`src/aes_out_pkg.sv`:
```
// Sizes and bus structs for the AES output stream, imported by every module of the design.
`default_nettype none

package aes_out_pkg;

	// block and stream geometry
	localparam int BLOCK_W         = 128;	// one AES cipher block.
	localparam int WORD_W          = 32;	// one stream word.
	localparam int WORDS_PER_BLOCK = BLOCK_W / WORD_W;
	localparam int WORD_IDX_W      = 2;	// enough for WORDS_PER_BLOCK.

	// block FIFO
	localparam int FIFO_DEPTH = 16;	// also the producer's starting credits.
	localparam int FIFO_AW    = 4;

	typedef logic [BLOCK_W-1:0] aes_block_t;

	// block write from the producer side
	typedef struct packed {
		logic       valid;	// one block per cycle, needs a credit.
		aes_block_t data;
	} blk_in_t;

	// master outputs of the stream, tstrb is implied all ones
	typedef struct packed {
		logic              tvalid;
		logic [WORD_W-1:0] tdata;
		logic              tlast;
	} axis_out_t;

endpackage : aes_out_pkg

`default_nettype wire

```
`src/aes_out_stream.sv`:
```
// Top level of the AES output side, which takes producer blocks and drives the stream sink.
`default_nettype none

module aes_out_stream (
	input  wire                         m00_axis_aclk,
	input  wire                         rst_n,
	input  wire aes_out_pkg::blk_in_t   blk_in,
	input  wire                         processing_done,
	input  wire                         m00_axis_tready,
	output logic                        credit_return,
	output aes_out_pkg::axis_out_t      m_axis,
	output logic                        stream_done
);

	import aes_out_pkg::*;

	aes_block_t rd_data;	// block at the FIFO read port.
	logic       fifo_empty;
	logic       fifo_pop;

	// block storage and credit return.
	block_fifo u_block_fifo (
		.m00_axis_aclk (m00_axis_aclk),
		.rst_n         (rst_n),
		.blk_in        (blk_in),
		.fifo_pop      (fifo_pop),
		.rd_data       (rd_data),
		.fifo_empty    (fifo_empty),
		.credit_return (credit_return)
	);

	// block to word serializer.
	axis_block_master u_axis_block_master (
		.m00_axis_aclk   (m00_axis_aclk),
		.rst_n           (rst_n),
		.fifo_empty      (fifo_empty),
		.rd_data         (rd_data),
		.processing_done (processing_done),
		.m00_axis_tready (m00_axis_tready),
		.fifo_pop        (fifo_pop),
		.m_axis          (m_axis),
		.stream_done     (stream_done)
	);

endmodule : aes_out_stream

`default_nettype wire

```
`src/axis_block_master.sv`:
```
// AXI4-Stream master FSM that pops one block from the FIFO and sends it as four words.
`default_nettype none

module axis_block_master (
	input  wire                           m00_axis_aclk,
	input  wire                           rst_n,
	input  wire                           fifo_empty,
	input  wire aes_out_pkg::aes_block_t  rd_data,
	input  wire                           processing_done,
	input  wire                           m00_axis_tready,
	output logic                          fifo_pop,
	output aes_out_pkg::axis_out_t        m_axis,
	output logic                          stream_done
);

	import aes_out_pkg::*;

	typedef enum logic [1:0] {
		ST_IDLE,	// waiting for a block in the FIFO.
		ST_LOAD,	// pop strobe out, read data not yet there.
		ST_XFER		// words of the block on the bus.
	} state_t;

	state_t                state;
	logic [WORD_IDX_W-1:0] word_idx;	// word on the bus, 0 is sent first.
	logic [WORD_IDX_W-1:0] word_sel;	// same word counted from the lsb.
	logic                  last_word;
	logic                  final_blk;
	logic                  beat;	// a word moves this cycle.

	assign last_word = (word_idx == WORD_IDX_W'(WORDS_PER_BLOCK - 1));
	assign word_sel  = WORD_IDX_W'(WORDS_PER_BLOCK - 1) - word_idx;

	// nothing more will arrive once the core is done and the FIFO is drained
	assign final_blk = processing_done && fifo_empty;

	// Stream outputs decode from state and word index only, so they stay
	// steady under back-pressure while rd_data holds the current block.
	always_comb begin
		m_axis.tvalid = (state == ST_XFER);
		m_axis.tdata  = rd_data[word_sel*WORD_W +: WORD_W];	// msw first.
		m_axis.tlast  = (state == ST_XFER) && last_word && final_blk;
	end

	assign beat = m_axis.tvalid && m00_axis_tready;

	// block sequencing.
	always_ff @(posedge m00_axis_aclk or negedge rst_n) begin
		if (!rst_n) begin
			state    <= ST_IDLE;
			word_idx <= '0;
			fifo_pop <= 1'b0;
		end else begin
			fifo_pop <= 1'b0;	// single-cycle strobe.

			case (state)
				ST_IDLE: begin
					word_idx <= '0;
					if (!fifo_empty) begin
						fifo_pop <= 1'b1;
						state    <= ST_LOAD;
					end
				end

				ST_LOAD: begin
					state <= ST_XFER;	// FIFO pops and loads rd_data here.
				end

				ST_XFER: begin
					if (beat) begin
						word_idx <= word_idx + 1'b1;	// wraps to 0 after the last word.
						if (last_word) begin
							state <= ST_IDLE;
						end
					end
				end

				default: begin
					state <= ST_IDLE;
				end
			endcase
		end
	end

	// sticky done, cleared when the core drops processing_done.
	always_ff @(posedge m00_axis_aclk or negedge rst_n) begin
		if (!rst_n) begin
			stream_done <= 1'b0;
		end else if (!processing_done) begin
			stream_done <= 1'b0;
		end else if (beat && m_axis.tlast) begin
			stream_done <= 1'b1;	// final word accepted by the sink.
		end
	end

endmodule : axis_block_master

`default_nettype wire

```
`src/block_fifo.sv`:
```
// Circular block FIFO between the AES core and the stream master, returning a credit per pop.
`default_nettype none

module block_fifo (
	input  wire                          m00_axis_aclk,
	input  wire                          rst_n,
	input  wire aes_out_pkg::blk_in_t    blk_in,
	input  wire                          fifo_pop,
	output aes_out_pkg::aes_block_t      rd_data,
	output logic                         fifo_empty,
	output logic                         credit_return
);

	import aes_out_pkg::*;

	aes_block_t           mem [FIFO_DEPTH];	// block storage.
	logic [FIFO_AW-1:0]   wr_ptr;
	logic [FIFO_AW-1:0]   rd_ptr;
	logic [FIFO_AW:0]     count;	// occupancy, 0 to FIFO_DEPTH.
	logic                 fifo_full;
	logic                 do_push;
	logic                 do_pop;

	// status flags come straight from the occupancy count
	assign fifo_empty = (count == '0);
	assign fifo_full  = (count == (FIFO_AW + 1)'(FIFO_DEPTH));

	// the producer only writes with a credit, so a full FIFO is never written
	assign do_push = blk_in.valid && !fifo_full;
	assign do_pop  = fifo_pop && !fifo_empty;

	// storage write port.
	always_ff @(posedge m00_axis_aclk) begin
		if (do_push) begin
			mem[wr_ptr] <= blk_in.data;
		end
	end

	// registered read port, block RAM style.
	always_ff @(posedge m00_axis_aclk) begin
		if (do_pop) begin
			rd_data <= mem[rd_ptr];	// holds until the next pop.
		end
	end

	// pointers wrap naturally at FIFO_DEPTH.
	always_ff @(posedge m00_axis_aclk or negedge rst_n) begin
		if (!rst_n) begin
			wr_ptr <= '0;
			rd_ptr <= '0;
		end else begin
			if (do_push) begin
				wr_ptr <= wr_ptr + 1'b1;
			end
			if (do_pop) begin
				rd_ptr <= rd_ptr + 1'b1;
			end
		end
	end

	// occupancy count.
	always_ff @(posedge m00_axis_aclk or negedge rst_n) begin
		if (!rst_n) begin
			count <= '0;
		end else begin
			case ({do_push, do_pop})
				2'b10: begin
					count <= count + 1'b1;
				end
				2'b01: begin
					count <= count - 1'b1;
				end
				default: begin
					count <= count;	// idle, or push and pop together.
				end
			endcase
		end
	end

	// one credit back for every freed entry, the cycle after the pop.
	always_ff @(posedge m00_axis_aclk or negedge rst_n) begin
		if (!rst_n) begin
			credit_return <= 1'b0;
		end else begin
			credit_return <= do_pop;
		end
	end

endmodule : block_fifo

`default_nettype wire
```
`config.mk`:
```
export PLATFORM = sky130hd
export DESIGN_NAME = aes_out_stream
export DESIGN_NICKNAME = d
export VERILOG_FILES = /design/src/aes_out_pkg.sv /design/src/aes_out_stream.sv /design/src/axis_block_master.sv /design/src/block_fifo.sv
export SDC_FILE = /design/constraint.sdc
export NUM_CORES = 2
export LEC_CHECK = 0
export BUFFER_PORTS_ARGS = -buffer_cell sky130_fd_sc_hd__buf_2
export CAP_MARGIN = 15
export CORE_ASPECT_RATIO = 1.75
export CORE_MARGIN = 10
export CORE_UTILIZATION = 45
export CTS_CLUSTER_SIZE = 12
export DETAILED_ROUTE_END_ITERATION = 10
export GPL_TIMING_DRIVEN = 0
export PLACE_DENSITY = 0.56
export SYNTH_ARGS = -nofsm -noshare
export SYNTH_HDL_FRONTEND = slang
export SYNTH_SLANG_ARGS = --single-unit
```
`constraint.sdc`:
```
create_clock -name m00_axis_aclk -period 23.2 [get_ports m00_axis_aclk]
set_input_delay 2.32 -clock m00_axis_aclk [delete_from_list [all_inputs] [get_ports m00_axis_aclk]]
set_output_delay 2.32 -clock m00_axis_aclk [all_outputs]
set_load 0.05 [all_outputs]
```
After elaboration in Yosys (flattened, before gate mapping). Memory sizes are Yosys's and may differ from the RTL's. A register that Yosys moved wholly into a read port is not among the register bits. Cells that the tools add are included.

$add $sub $neg: 6. Shifts and indexed selects: 1. Reductions and logical operators: 15. Multiplexer cells: 13. Equal/unequal tests: 10.

Operator list (number): variable part select 128 x 8 -> 32 bit (1); case mux 5 bit (2 select lines) (1); adder 4 x 1 -> 4 bit (second input constant) (2); 2-to-1 mux 2 bit (4); logical AND 1 bit (7); == test 2 bit (second input constant) (3); 2-to-1 mux 1 bit (6); inequality test 2 bit (second input constant) (3); case mux 2 bit (3 select lines) (1); adder 5 x 1 -> 5 bit (second input constant) (1); == test 5 bit (second input constant) (1); zero test 5 bit (1); subtractor 5 x 1 -> 5 bit (second input constant) (1); == test 2 x 1 -> 1 bit (second input constant) (2); case mux 2 bit (2 select lines) (1); nonzero test 2 bit (2); AND reduction 3 bit (1); adder 2 x 1 -> 2 bit (second input constant) (1); zero test 1 bit (2); zero test 2 bit (1); inequality test 2 x 1 -> 1 bit (second input constant) (1); AND reduction 2 bit (1); subtractor 2 bit (first input constant) (1).

Bits in writable memories: 2048. Register bits after elaboration: 20. Output and inout port bits: 36. Memories kept: 1.

Memory list: u_block_fifo.mem (depth 16, width 128, read ports 1, clocked after Yosys merged registers in 1, wr ports 1, RTL line block_fifo.sv:16) `aes_block_t mem [FIFO_DEPTH];`.

Depth between registers and ports, before layout.
Depth after elaboration: 6. Gate-level depth with buffers: 12.

By module. A second synthesis with hierarchy kept.

Cells, all modules: 4076. Area, all modules: 84038.1 um2.

By module, submodules not included: block_fifo (sequential area each 65693.0 um2, area each 82970.8 um2, times used 1, cells an instance 4011); axis_block_master (sequential area each 150.1 um2, area each 1067.3 um2, times used 1, cells an instance 65).

Worst setup path before layout. No wires, ideal clock.

Path type: input -> register. From: in blk_in[128] in the netlist's numbering. To: mem u_block_fifo.mem[3][0] in the netlist's numbering (enable). Setup time: 0.771 ns. Arrival: 11.635 ns. Data required time: 22.429 ns. Path slack: 10.794 ns. Path buffers: 0. Cell stages on the path: 3. Cell sequence: a21boi_1 > nand2_1 > nor3_1.

Longest elaborated chain between the ends: 3.

RTL lines: from (decl) (RTL line aes_out_stream.sv:7) `input wire aes_out_pkg::blk_in_t blk_in,`; logical AND 1 bit (RTL line block_fifo.sv:29) `assign do_push = blk_in.valid && !fifo_full;`; 2-to-1 mux 1 bit (RTL line block_fifo.sv:34) `if (do_push) begin`; 2-to-1 mux 1 bit (implied by the code) (RTL line block_fifo.sv:35) `mem[wr_ptr] <= blk_in.data;`; to (decl) (RTL line block_fifo.sv:16).

Every way passes these cells.

==> flow_metrics.env <==
export IMPL_grt_max_degree=28
export IMPL_cts_sinks=2196
export IMPL_peakVddDrop_uv=116
export IMPL_vias_per_cell=5.96
export IMPL_worstSetupEndpointType="output port"
export IMPL_dp_hpwl_mm=152
export IMPL_cts_htree_levels=4
export IMPL_final_core_util_pct=52.0
export IMPL_grt_pass1_vias=39500
export IMPL_netlist_instances=3237
export IMPL_worst_setup_path_type="flop to output port"
export IMPL_wl_per_cell_um=35.3
export IMPL_crit_chain="clkbuf_1 > buf_2 > mux4_2 > buf_2"
export IMPL_finalSetupViolCount=0
export IMPL_antenna_found_initial=55
export IMPL_firstDrtPassIters=5
export IMPL_post_cts_buffers=0
export IMPL_cts_tree="yes"
export IMPL_fin_nets=3938
export IMPL_numCtsBuffers=211
export IMPL_grt_pass1_wl_mm=312
export IMPL_io_pins=169
export IMPL_core_area_mm2=0.183
export IMPL_antenna_left=0
export IMPL_hold_viol_final=0
export IMPL_synth_fp_nets=3380
export IMPL_fin_skew_ns=0.0472
export IMPL_area_growth_pct=15.3
export IMPL_power_density_mw_per_mm2=127
export IMPL_async_flop_share_pct=0.911
export IMPL_critPathLaunchType="flop"
export IMPL_tns_ns=0
export IMPL_fin_cells=6302
export IMPL_final_max_slew_viol_count=0
export IMPL_slowest_delay_ns=0.78
export IMPL_synthesis_area_mm2=0.0827
export IMPL_drive_gt1_share_pct=34.0
export IMPL_max_slew_margin_pct=14.4
export IMPL_ctsHoldBuffers=0
export IMPL_avgSynthCellArea_um2=25.5
export IMPL_cp_arrival_ns=3.61
export IMPL_synth_seq_area_share_pct=79.7
export IMPL_max_freq_ghz=0.169
export IMPL_gr_total_overflow=0
export IMPL_place_congestion=0.736
export IMPL_crit_family="buffers and inverters"
export IMPL_cts_root_buffer_cell="clkbuf_16"
export IMPL_hold_path_class="flop to flop"
export IMPL_die_h_um=587
export IMPL_ctsResizeCount=0
export IMPL_synth_edf_count=2176
export IMPL_vias=37600
export IMPL_synthFlopType="edfxtp_1"
export IMPL_period_minus_slack_ns=5.93
export IMPL_path_buf_inv=3
export IMPL_yosysWarnings=0
export IMPL_path_common_cell="buf_2"
export IMPL_portBuffers=168
export IMPL_outcome="finished clean"
export IMPL_rows=208
export IMPL_ys_ff_latch=2196
export IMPL_cap_viol_max_count=0
export IMPL_total_leakage_power_nw=29.8
export IMPL_clkTransAtPathRegs_ns=0.06
export IMPL_grtUsageTotal_pct=22.0
export IMPL_finalCritPeriodShare_pct=25.6
export IMPL_crit_slowest_cell="buf_2"
export IMPL_crit_required_ns=20.88
export IMPL_dr_first_iter_drc_count=3855
export IMPL_clk_latency_ns=0.87
export IMPL_die_area_mm2=0.202
export IMPL_total_power_w=0.0121
export IMPL_rsz0062_at_grt="false"
export IMPL_ys_types=39
export IMPL_drcViolationCount=0
export IMPL_die_x_um=344
export IMPL_worst_slew_pin_slew_ns=1.28
export IMPL_totalWireLength_mm=223
export IMPL_start_util_pct=45.1
export IMPL_crit_path_max_fanout=10
export IMPL_dp_cells=5997
export IMPL_clock_path_buffers=4
## cell usage after synthesis, drive strengths merged (6+ instances only)
library cell,count,share of area (%)
a211oi,34,0.31
xnor2,8,0.085
inv,7,0.032
nand2,12,0.054
nor2b,37,0.28
clkbuf,71,0.32
ha,10,0.15
nor3,6,0.036
nor2,14,0.064
edfxtp,2176,79
mux4,638,17
dfrtp,20,0.61
mux2i,34,0.41
a21oi,36,0.22
o21ai,7,0.042
buf,97,0.67
## kinds of logic after synthesis
| kind of cell | after synthesis | synth area share (%) |
|---|---|---|
| XOR/XNOR | 11 | 0.117 |
| multiplexers | 674 | 17.8 |
| buffers and inverters | 175 | 1.02 |
| AND/OR/NAND/NOR | 86 | 0.580 |
| flip-flops | 2196 | 79.7 |
| AO/OA/AOI/OAI | 85 | 0.648 |
| adder cells (fa/ha/maj) | 10 | 0.151 |
## registers in the layout, summed over array words and instances (netlist names)
register / cells
u_block_fifo.wr_ptr: 4
u_block_fifo.mem: 2048
u_block_fifo.rd_data: 128
u_block_fifo.count: 5
u_block_fifo.rd_ptr: 4
u_axis_block_master.fifo_pop: 1
u_axis_block_master.state: 2
u_axis_block_master.word_idx: 2
u_axis_block_master.stream_done: 1
u_block_fifo.credit_return: 1
## metal layers
| layer | up-vias | track usage [%] | share of wire (%) |
|---|---|---|---|
| li1 | 15200 | - | - |
| met1 | 20800 | 27.9 | 38 |
| met2 | 1239 | 38.4 | 53 |
| met3 | 357 | 4.15 | 6.3 |
| met4 | 48 | 6.55 | 3.1 |
| met5 | - | 0 | 0.13 |
## power breakdown
part	switching [W]	leakage, nW	internal (W)
combinational	0.00232	7.15	0.00159
clock	0.00137	2.72	0.00164
sequential	0.000184	20.0	0.00497
total	0.00388	29.8	0.00821
## worst paths after layout
kind	cells past startpoint	end	startpoint	slack (ns)
worst max-delay path	4	m_axis[10]	u_axis_block_master.word_idx[0]	17.27
worst min-delay path	1	u_axis_block_master.stream_done	u_axis_block_master.stream_done	0.52
worst max register to register	15	u_block_fifo.mem[3][14]	u_block_fifo.count[1]	18.50
worst min register to register	1	u_axis_block_master.stream_done	u_axis_block_master.stream_done	0.52
max in group asynchronous	1	u_axis_block_master.fifo_pop	rst_n	21.26
min in group asynchronous	1	u_block_fifo.rd_ptr[2]	rst_n	1.49
## layout make-up
class                           instances  area (um2)
Buffer                                168         820
Tap cell                             2415        3020
Fill cell                           14000       87900
Antenna cell                           36        90.1
Multi-Input combinational cell        866       16100
Timing Repair Buffer                  345        3850
Clock buffer                          257        5510
Sequential cell                      2196       65800
Inverter                                7        26.3
Clock inverter                         12        90.1
## stage by stage
step	instance area [um2]	hold WS, ns	worst slack [ns]
2_1_floorplan	82700	0.457	10.79
3_3_place_gp	86500	0.490	-2.47
3_5_place_dp	89600	0.497	16.80
4_1_cts	95200	0.516	17.17
5_1_grt	95300	0.538	17.17
6_report	95300	0.519	17.27
## cell usage in the layout, fill, tap and decap left out, drive strengths merged
cell type | synthesis | final
o21ai | 7 | 7
nor2 | 14 | 14
or3 | 1 | 1
nor2b | 37 | 37
dfrtp | 20 | 20
diode | 0 | 36
nor4 | 2 | 2
xor2 | 3 | 3
or4b | 1 | 1
nand4 | 2 | 2
and3b | 1 | 1
a21o | 1 | 1
clkbuf | 71 | 328
mux2i | 34 | 34
and4 | 1 | 1
nor4b | 2 | 2
clkinv | 0 | 5
o32ai | 1 | 1
and2 | 1 | 1
nor3b | 1 | 1
xnor2 | 8 | 8
nor3 | 6 | 6
a311oi | 1 | 1
nand2b | 4 | 4
nand2 | 12 | 12
mux2 | 2 | 2
buf | 97 | 442
ha | 10 | 10
a21boi | 3 | 3
edfxtp | 2176 | 2176
nand3 | 1 | 1
a2111oi | 1 | 1
a21oi | 36 | 36
inv | 7 | 13
a211oi | 34 | 34
clkinvlp | 0 | 1
a22o | 1 | 1
mux4 | 638 | 638
Note: power is estimated with default switching activity, not from simulation.
